==> config.mk <==
export PLATFORM = sky130hd
export DESIGN_NAME = tiny_core
export DESIGN_NICKNAME = d
export VERILOG_FILES = /design/src/tiny_core_pkg.sv /design/src/alu_exec.sv /design/src/core_control.sv /design/src/insn_decode.sv /design/src/reg_file.sv /design/src/tiny_core.sv
export SDC_FILE = /design/constraint.sdc
export NUM_CORES = 2
export LEC_CHECK = 0
export BUFFER_PORTS_ARGS = -buffer_cell sky130_fd_sc_hd__buf_4
export CORE_ASPECT_RATIO = 1.5
export CORE_MARGIN = 5
export CORE_UTILIZATION = 29
export CTS_CLUSTER_DIAMETER = 120
export DETAILED_ROUTE_END_ITERATION = 8
export PLACE_DENSITY = 0.5
export SLEW_MARGIN = 20
export SYNTH_ARGS = -nofsm -noshare
export SYNTH_HDL_FRONTEND = slang
export SYNTH_SLANG_ARGS = --single-unit
==> constraint.sdc <==
create_clock -name clk -period 47.3 [get_ports clk]
set_clock_uncertainty 0.2 [all_clocks]
set_input_delay 9.46 -clock clk [delete_from_list [all_inputs] [get_ports clk]]
set_output_delay 9.46 -clock clk [all_outputs]
set_load 0.02 [all_outputs]
==> src/tiny_core_pkg.sv <==
`default_nettype none

package tiny_core_pkg;

    // Basic widths
    localparam int WORD_W    = 32;
    localparam int REG_IDX_W = 4;
    localparam int IMM_W     = 12;
    localparam int OP_W      = 4;
    localparam int MODE_W    = 2;

    // Instruction word layout
    localparam int KIND_BIT = 30;
    localparam int MODE_LSB = 28;
    localparam int Z_LSB    = 24;
    localparam int X_LSB    = 20;
    localparam int Y_LSB    = 16;
    localparam int OP_LSB   = 12;
    localparam int IMM_LSB  = 0;

    typedef logic [WORD_W-1:0]    word_t;
    typedef logic [REG_IDX_W-1:0] reg_idx_t;
    typedef logic [IMM_W-1:0]     imm_t;
    typedef logic [OP_W-1:0]      opcode_t;
    typedef logic [MODE_W-1:0]    mode_t;

    localparam word_t    RESET_VECTOR = 32'h0000_0100;
    localparam reg_idx_t REG_P        = 4'd15; // Program counter

    // Opcodes 4, 14 and 15 are reserved
    localparam opcode_t OP_OR   = 4'd0;
    localparam opcode_t OP_AND  = 4'd1;
    localparam opcode_t OP_ADD  = 4'd2;
    localparam opcode_t OP_MUL  = 4'd3;
    localparam opcode_t OP_SHL  = 4'd5;
    localparam opcode_t OP_LT   = 4'd6;
    localparam opcode_t OP_EQ   = 4'd7;
    localparam opcode_t OP_GT   = 4'd8;
    localparam opcode_t OP_NAND = 4'd9;
    localparam opcode_t OP_XOR  = 4'd10;
    localparam opcode_t OP_SUB  = 4'd11;
    localparam opcode_t OP_XNOR = 4'd12;
    localparam opcode_t OP_SHR  = 4'd13;

    // Memory modes
    localparam mode_t MODE_REG     = 2'b00; //  Z  <-  result
    localparam mode_t MODE_LOAD    = 2'b01; //  Z  <- [result]
    localparam mode_t MODE_STORE_Z = 2'b10; // [Z] <-  result
    localparam mode_t MODE_STORE_R = 2'b11; // [result] <- Z

    typedef struct packed {
        reg_idx_t z;
        reg_idx_t x;
        reg_idx_t y;
        imm_t     imm;
        opcode_t  op;
        mode_t    mode;
        logic     kind;    // Set when the immediate is the operand O
        logic     valid;
        logic     illegal;
    } decoded_insn_t;

    typedef struct packed {
        word_t addr;
        word_t wdata;
        logic  we;
    } mem_req_t;

    typedef enum logic [0:0] {
        CORE_RUN,
        CORE_HALTED
    } core_state_t;

endpackage

`default_nettype wire

==> src/alu_exec.sv <==
`default_nettype none

module alu_exec
    import tiny_core_pkg::*;
(
    input  wire decoded_insn_t i_dec,
    input  wire word_t         i_x,
    input  wire word_t         i_y,
    output word_t              o_result
);

    word_t imm_ext;
    word_t opnd_o;
    word_t addend;
    word_t op_val;
    logic  reserved;
    logic  lt;
    logic  eq;
    logic  gt;

    assign imm_ext = {{(WORD_W - IMM_W){i_dec.imm[IMM_W-1]}}, i_dec.imm};

    // Kind 0 adds the immediate, kind 1 uses it as the operand
    assign opnd_o = i_dec.kind ? imm_ext : i_y;
    assign addend = i_dec.kind ? i_y     : imm_ext;

    assign lt = $signed(i_x) <  $signed(opnd_o);
    assign eq = i_x == opnd_o;
    assign gt = $signed(i_x) >  $signed(opnd_o);

    always_comb begin
        reserved = 1'b0;
        case (i_dec.op)
            OP_OR:   op_val = i_x | opnd_o;
            OP_AND:  op_val = i_x & opnd_o;
            OP_ADD:  op_val = i_x + opnd_o;
            OP_MUL:  op_val = i_x * opnd_o;             // Low word only
            OP_SHL:  op_val = i_x << opnd_o[4:0];
            OP_LT:   op_val = {WORD_W{lt}};             // True is all ones
            OP_EQ:   op_val = {WORD_W{eq}};
            OP_GT:   op_val = {WORD_W{gt}};
            OP_NAND: op_val = ~(i_x & opnd_o);
            OP_XOR:  op_val = i_x ^ opnd_o;
            OP_SUB:  op_val = i_x - opnd_o;
            OP_XNOR: op_val = i_x ^ ~opnd_o;
            OP_SHR:  op_val = i_x >> opnd_o[4:0];       // Logical shift
            default: begin
                op_val   = '0;
                reserved = 1'b1;
            end
        endcase
    end

    // Reserved opcodes yield zero without the addend
    assign o_result = reserved ? '0 : op_val + addend;

endmodule

`default_nettype wire

==> src/core_control.sv <==
`default_nettype none

module core_control
    import tiny_core_pkg::*;
(
    input  wire                clk,
    input  wire                reset_n,
    input  wire                i_en,
    input  wire decoded_insn_t i_dec,
    input  wire word_t         i_result,
    input  wire word_t         i_z_val,
    input  wire word_t         i_mem_rdata,
    output word_t              o_pc,
    output word_t              o_next_pc,
    output logic               o_reg_we,
    output reg_idx_t           o_reg_idx,
    output word_t              o_reg_data,
    output mem_req_t           o_mem_req,
    output logic               o_halt
);

    core_state_t state_q;
    word_t       pc_q;
    word_t       next_pc;
    word_t       wb_data;
    logic        active;
    logic        is_wb;
    logic        is_store;
    logic        jump;

    // Instruction retires only on an enabled edge while running
    assign active = i_en && (state_q == CORE_RUN);

    assign next_pc = pc_q + 32'd1;

    assign is_wb    = i_dec.valid && (i_dec.mode == MODE_REG || i_dec.mode == MODE_LOAD);
    assign is_store = i_dec.valid && (i_dec.mode == MODE_STORE_Z ||
                                      i_dec.mode == MODE_STORE_R);

    assign wb_data = (i_dec.mode == MODE_LOAD) ? i_mem_rdata : i_result;
    assign jump    = is_wb && (i_dec.z == REG_P);

    // Memory request from the mode
    always_comb begin
        case (i_dec.mode)
            MODE_STORE_Z: begin
                o_mem_req.addr  = i_z_val;     // [Z] <- result
                o_mem_req.wdata = i_result;
            end
            MODE_STORE_R: begin
                o_mem_req.addr  = i_result;    // [result] <- Z
                o_mem_req.wdata = i_z_val;
            end
            default: begin
                o_mem_req.addr  = i_result;    // Load address in mode 01
                o_mem_req.wdata = i_result;
            end
        endcase
        o_mem_req.we = active && is_store;
    end

    // The register file drops writes to index 0 and P
    assign o_reg_we   = active && is_wb;
    assign o_reg_idx  = i_dec.z;
    assign o_reg_data = wb_data;

    always_ff @(posedge clk) begin
        if (reset_n) begin
            state_q <= CORE_RUN;
            pc_q    <= RESET_VECTOR;
        end else if (active) begin
            if (i_dec.illegal) begin
                state_q <= CORE_HALTED;   // PC stays on the illegal word
            end else if (jump) begin
                pc_q <= wb_data;
            end else begin
                pc_q <= next_pc;
            end
        end
    end

    assign o_pc      = pc_q;
    assign o_next_pc = next_pc;
    assign o_halt    = (state_q == CORE_HALTED);

endmodule

`default_nettype wire

==> src/insn_decode.sv <==
`default_nettype none

module insn_decode
    import tiny_core_pkg::*;
(
    input  wire word_t         i_insn,
    output decoded_insn_t      o_dec
);

    logic is_op;
    logic is_illegal;

    assign is_op      = ~i_insn[31];      // Top bit clear means operation
    assign is_illegal = &i_insn[31:28];   // All-ones top nibble

    always_comb begin
        o_dec = '0;
        if (is_op) begin
            o_dec.kind  = i_insn[KIND_BIT];
            o_dec.mode  = i_insn[MODE_LSB +: MODE_W];
            o_dec.z     = i_insn[Z_LSB +: REG_IDX_W];
            o_dec.x     = i_insn[X_LSB +: REG_IDX_W];
            o_dec.y     = i_insn[Y_LSB +: REG_IDX_W];
            o_dec.op    = i_insn[OP_LSB +: OP_W];
            o_dec.imm   = i_insn[IMM_LSB +: IMM_W];
            o_dec.valid = 1'b1;
        end else if (is_illegal) begin
            o_dec.illegal = 1'b1;
        end
        // Any other word stays all zero and acts as a no-op
    end

endmodule

`default_nettype wire

==> src/reg_file.sv <==
`default_nettype none

module reg_file
    import tiny_core_pkg::*;
(
    input  wire            clk,
    input  wire            reset_n,
    input  wire reg_idx_t  i_x_idx,
    input  wire reg_idx_t  i_y_idx,
    input  wire reg_idx_t  i_z_idx,
    input  wire word_t     i_next_pc,
    input  wire            i_we,
    input  wire reg_idx_t  i_w_idx,
    input  wire word_t     i_w_data,
    output word_t          o_x_val,
    output word_t          o_y_val,
    output word_t          o_z_val
);

    // Index 0 is constant and P sits in core_control
    word_t regs [1:14];

    function automatic word_t read_reg(input reg_idx_t idx);
        word_t val;
        if (idx == '0)
            val = '0;
        else if (idx == REG_P)
            val = i_next_pc;          // P reads as the next address
        else
            val = regs[idx];
        return val;
    endfunction

    assign o_x_val = read_reg(i_x_idx);
    assign o_y_val = read_reg(i_y_idx);
    assign o_z_val = read_reg(i_z_idx);

    always_ff @(posedge clk) begin
        if (reset_n) begin
            for (int i = 1; i <= 14; i++) begin
                regs[i] <= '0;
            end
        end else if (i_we && i_w_idx != '0 && i_w_idx != REG_P) begin
            regs[i_w_idx] <= i_w_data;
        end
    end

endmodule

`default_nettype wire

==> src/tiny_core.sv <==
`default_nettype none

module tiny_core
    import tiny_core_pkg::*;
(
    input  wire            clk,
    input  wire            reset_n,
    input  wire            i_en,
    output word_t          o_insn_addr,
    input  wire word_t     i_insn_data,
    output mem_req_t       o_mem_req,
    input  wire word_t     i_mem_rdata,
    output logic           o_halt
);

    decoded_insn_t dec;
    word_t         x_val;
    word_t         y_val;
    word_t         z_val;
    word_t         result;
    word_t         next_pc;
    logic          reg_we;
    reg_idx_t      reg_idx;
    word_t         reg_data;

    insn_decode u_decode (
        .i_insn   (i_insn_data),
        .o_dec    (dec)
    );

    reg_file u_regs (
        .clk      (clk),
        .reset_n  (reset_n),
        .i_x_idx  (dec.x),
        .i_y_idx  (dec.y),
        .i_z_idx  (dec.z),
        .i_next_pc(next_pc),
        .i_we     (reg_we),
        .i_w_idx  (reg_idx),
        .i_w_data (reg_data),
        .o_x_val  (x_val),
        .o_y_val  (y_val),
        .o_z_val  (z_val)
    );

    alu_exec u_exec (
        .i_dec    (dec),
        .i_x      (x_val),
        .i_y      (y_val),
        .o_result (result)
    );

    // Fetch address is the PC held in control
    core_control u_ctrl (
        .clk         (clk),
        .reset_n     (reset_n),
        .i_en        (i_en),
        .i_dec       (dec),
        .i_result    (result),
        .i_z_val     (z_val),
        .i_mem_rdata (i_mem_rdata),
        .o_pc        (o_insn_addr),
        .o_next_pc   (next_pc),
        .o_reg_we    (reg_we),
        .o_reg_idx   (reg_idx),
        .o_reg_data  (reg_data),
        .o_mem_req   (o_mem_req),
        .o_halt      (o_halt)
    );

endmodule

`default_nettype wire

======== Yosys cells after proc, flatten, opt, wreduce, memory -nomap -nowiden ========
Memory sizes are Yosys's and may differ from the RTL's.
Cells that the tools add are included.
storage, ports and cells
  register bits ........................... 33
  memory bits (writable) .................. 448
  input port bits ......................... 67
  output and inout bits ................... 98
  logic and storage cells ................. 85
  memories kept ........................... 1
cells by class
  $add $sub $neg .......................... 4
  multiply operators ...................... 1
  magnitude comparators ................... 2
  equality and inequality tests ........... 20
  shifts and indexed selects .............. 2
  multiplexer cells ....................... 24
  bitwise gates (word level) .............. 8
  reductions and logical operators ........ 21
memories
  memory       depth  width  rd ports  clocked after memory_dff  wr ports  RTL line        RTL
  u_regs.regs  14     32     3         0                         14        reg_file.sv:21  word_t regs [1:14];
operators by type and width
  cell                   count
  $mux 32                13
  $pmux 32 s13           1
  $pmux 64 s2            1
  $add 32x32->32         2
  $not 32->32            2
  $xor 32x32->32         2
  $eq 4x4->1 const B     9
  $add 32x1->32 const B  1
  $and 32x32->32         1
  $eq 32x32->1           1
  $gt 32x32->1           1
  $lt 32x32->1           1
  $mul 32x32->32         1
  $or 32x32->32          1
  $reduce_or 32->1       1
  $shl 32x5->32          1
  $shr 32x5->32          1
  $sub 32x32->32         1
  $logic_not 4->1        4
  $reduce_or 13->1       1
  $eq 4x3->1 const B     3
  $eq 4x2->1 const B     2
  $logic_and 1x1->1      8
  $mux 1                 8
  other kinds (11)       15

======== Depth between registers and ports, before layout ========
  word-level depth ........................ 12
  gate-level depth with buffers ........... 60
  mapped depth without buffers ............ 50

======== By module ========
Synthesis repeated with hierarchy kept, for this count alone.
unflattened totals
  cell total of the unflattened synthesis .. 6262
  area total of the unflattened synthesis .. 60638.2 sq um
by module, submodules not included
  module        times used  cells each  area an instance (sq um)  seq. area each (sq um)
  reg_file      1           2392        31139.9                   14924.3
  alu_exec      1           3380        25562.0                   0.0
  core_control  1           454         3711.1                    660.6
  insn_decode   1           36          225.2                     0.0

======== Worst setup path after synthesis ========
Ideal clock, no wire load.
  path kind ............................... in2out
  start point ............................. input port i_insn_data[16]
  end point ............................... output port o_mem_req[64] (netlist bit)
  data arrival time ....................... 21.583 ns
  required time ........................... 37.640 ns
  slack ................................... 16.057 ns
  stages .................................. 50
  path buffers ............................ 11
  cells stage by stage .................... buf_4 -> buf_4 -> buf_4 -> buf_2 -> buf_2 -> mux2i_1 -> a21oi_1 -> o211ai_1 -> o22ai_1 -> a22o_1 -> buf_2 -> inv_1 -> clkbuf_1 -> clkbuf_1 -> clkbuf_1 -> buf_1 -> buf_1 -> nor2_1 -> (+14 left out) -> o21a_1 -> o21ai_0 -> a21boi_0 -> xnor2_1 -> a211oi_1 -> o21ai_0 -> or4_1 -> ha_1 -> a21o_1 -> or2_2 -> or4_1 -> o21ai_0 -> o21bai_1 -> a21oi_1 -> xnor2_1 -> xnor2_2 -> and2_1 -> mux2_2
RTL lines
  element             RTL line         RTL
  start: declaration  tiny_core.sv:10  input wire word_t i_insn_data,
  end: declaration    tiny_core.sv:11  output mem_req_t o_mem_req,

==> results.json <==
{
  "outcome": "completed",
  "antenna_found_initial": 22,
  "layout-drive-gt1-share_pct": 10.1,
  "core-area_um2": 207000,
  "drtAntennaViolNets": 0,
  "cp_data_required_time_ns": 37.64,
  "hpwl_um": 265000,
  "cts-buffers-inserted": 50,
  "slew_violations": 0,
  "regToRegEndpoint": "u_regs.regs[0][31]",
  "worstHoldPathType": "register to register",
  "grt_max_degree": 117,
  "synthToLayoutAreaGrowth_pct": 11.0,
  "ir_drop_mv": 0.0710,
  "cp-start-kind": "primary input",
  "worstPathArrival_ns": 25.15,
  "firstDrtPassIters": 7,
  "cpMostUsedCell": "fa_1",
  "tns_ns": 0,
  "leakage_nw": 27.4,
  "ctsRootBufferMaster": "clkbuf_16",
  "cts_setup_buffers": 0,
  "power_density_nw_per_um2": 43.9,
  "place_congestion": 1.04,
  "cp_top_family": "compound AO/OA/AOI/OAI gates",
  "io_buffers": 164,
  "ys_seq_area_share_pct": 26.6,
  "drtIter0Drc": 9161,
  "initial_core_util_pct": 29.1,
  "hold_depth": 2,
  "max_freq_mhz": 28.7,
  "crit_type": "primary input to output port",
  "worstHoldEndpoint": "u_ctrl.o_halt",
  "netlist_area_um2": 60200,
  "nets": 8011,
  "row_count": 205,
  "finalSetupViolCount": 0,
  "hold_ws_ns": 0.297,
  "synth_top_cell_by_area": "edfxtp_1",
  "drc": 0,
  "synth-main-ff-cell": "edfxtp_1",
  "endpoint_kind": "output port",
  "hold_violations": 0,
  "yosysTopAreaCellShare_pct": 25.5,
  "crit_slowest_cell": "a2111oi_0",
  "die_area_um2": 217000,
  "wl_per_cell_um": 37.1,
  "die_x_um": 382,
  "reg2reg_slack_ns": 31.81,
  "post_cts_resized": 0,
  "io_pins": 165,
  "cp_num_buf_inv": 9,
  "ys_types": 102,
  "ys_seq_elements": 545,
  "yosys-top-cells-area": "edfxtp_1 26%, fa_1 14%, nor2_1 6.9%, nand2_1 5.9%, ha_1 5.2%",
  "worst_slew_pin_slew_ns": 1.30,
  "ys_warn_count": 0,
  "synth_edf_count": 512,
  "grt_pass1_wl_um": 503000,
  "rr_worst_depth": 38,
  "hold_buffers": 0,
  "final_common_cell": "nor2_1",
  "async_flop_share_pct": 0,
  "wirelength_um": 372000,
  "most-common-layout-cells": "1099 x nor2_1, 943 x nand2_1, 562 x inv_1, 512 x edfxtp_1, 438 x buf_4",
  "fin_crit_sh_pct": 73.6,
  "clkTransAtPathRegs_ns": 0.07,
  "grt_use_total_pct": 32.9,
  "die_h_um": 568,
  "maxSlewHeadroom_pct": 12.4,
  "synthCells": 7316,
  "routed_via_density": 6.32,
  "worstSkewPairLatency_ns": 0.65,
  "critPathMaxFanout": 73,
  "reg2reg_from": "u_ctrl.o_pc[5]",
  "clockBufferDepth": 3,
  "grt_pass1_vias": 62800,
  "hold_start": "u_ctrl.o_halt",
  "fin_crit_ns": 34.81,
  "grt_setup_unrepaired": "false",
  "htreeDepth": 2,
  "cap_violations": 0,
  "grt.overflow.total": 0,
  "max_stage_delay_ns": 1.07,
  "cts_tree": "built",
  "syn-mean-instance-area_um2": 8.23,
  "cts.sinks": 545,
  "num_vias": 63400
}
metrics by stage:
step / utilization, % / setup slack (ns) / area [µm²] / total power [mW] / instances
3_3_place_gp: 31.3 / 13.19 / 65000 / 2.41 / 9917
5_1_grt: 32.2 / 12.24 / 66800 / 3.03 / 10000
2_1_floorplan: - / 16.06 / 60500 / 1.63 / 7379
4_1_cts: 32.2 / 13.16 / 66700 / 2.88 / 10000
3_5_place_dp: 31.4 / 13.16 / 65000 / 2.41 / 9919
6_report: 32.2 / 12.49 / 66800 / 2.93 / 10000
report_power, final:
group	switching [mW]	internal, mW
sequential	0.0322	0.569
clock	0.214	0.248
combinational	1.27	0.601
worst register-to-register path, delay by kind of cell, from the launching register on:
family / cells / cell delay [ns]
DFF: 1 / 0.59
xor gates and xnor gates: 4 / 0.87
AOI/OAI and AO/OA: 13 / 4.18
adders and majority gates: 11 / 5.27
buffers and inverters: 5 / 1.38
and+or+nand+nor: 5 / 2.73
metal layers:
layer | vias up | wire length (µm) | track usage [%]
met2 | 5055 | 168000 | 53.2
met3 | 1905 | 38400 | 7.68
met1 | 31000 | 120000 | 35.2
met5 | - | 46 | 0
li1 | 25400 | - | -
met4 | 6 | 45300 | 31.0
kinds of logic (layout without fill, tap and decap cells):
group | Yosys count | in the layout | synth area share (%)
AND/OR/NAND/NOR | 2637 | 2637 | 18.7
XOR/XNOR | 177 | 177 | 2.70
adder cells (fa/ha/maj) | 663 | 663 | 18.9
buffers and inverters | 1177 | 1117 | 8.03
other | 1 | 76 | 0.00623
AO/OA/AOI/OAI | 1841 | 1841 | 20.1
flip-flops | 545 | 545 | 26.6
multiplexers | 275 | 275 | 4.91
synthesized netlist by cell type, drive strengths merged (32+ instances only):
cell,number
nand3,107
a221oi,62
xnor2,125
edfxtp,512
a311oi,35
a211oi,182
xor2,47
buf,225
inv,571
mux2,32
nand2b,46
dfxtp,33
nor3,92
mux2i,230
o22ai,261
nor2b,123
o221ai,66
a31oi,111
o211ai,49
ha,252
and2,34
o21ai,367
fa,411
nand2,950
a21o,47
nor2,1113
a21oi,369
clkbuf,370
nand4,37
registers in the layout (all words and copies together), names as in the netlist:
register,flops
u_ctrl.o_halt,1
u_ctrl.o_pc,32
u_regs.regs,512
worst max-delay path by stage:
stage                               end            start  cells past startpoint  slack [ns]
after floorplan           o_mem_req[64]  i_insn_data[16]                     50       16.06
after global routing      o_mem_req[32]  i_insn_data[31]                     46       12.24
after global placement    o_mem_req[32]  i_insn_data[31]                     46       13.19
after detailed placement  o_mem_req[64]  i_insn_data[31]                     45       13.16
final                     o_mem_req[64]  i_insn_data[31]                     45       12.49
after CTS                 o_mem_req[64]  i_insn_data[31]                     45       13.16
area by class of cell:
class | count | area [µm²]
sequential | 545 | 16000
multi-input combinational | 5657 | 40100
fill | 22000 | 140000
antenna | 12 | 30.0
clock inverter | 31 | 360
inverter | 582 | 2180
timing repair buffer | 445 | 3390
tap | 2691 | 3370
clock buffer | 59 | 1380
(Power assumes the default switching activity.)
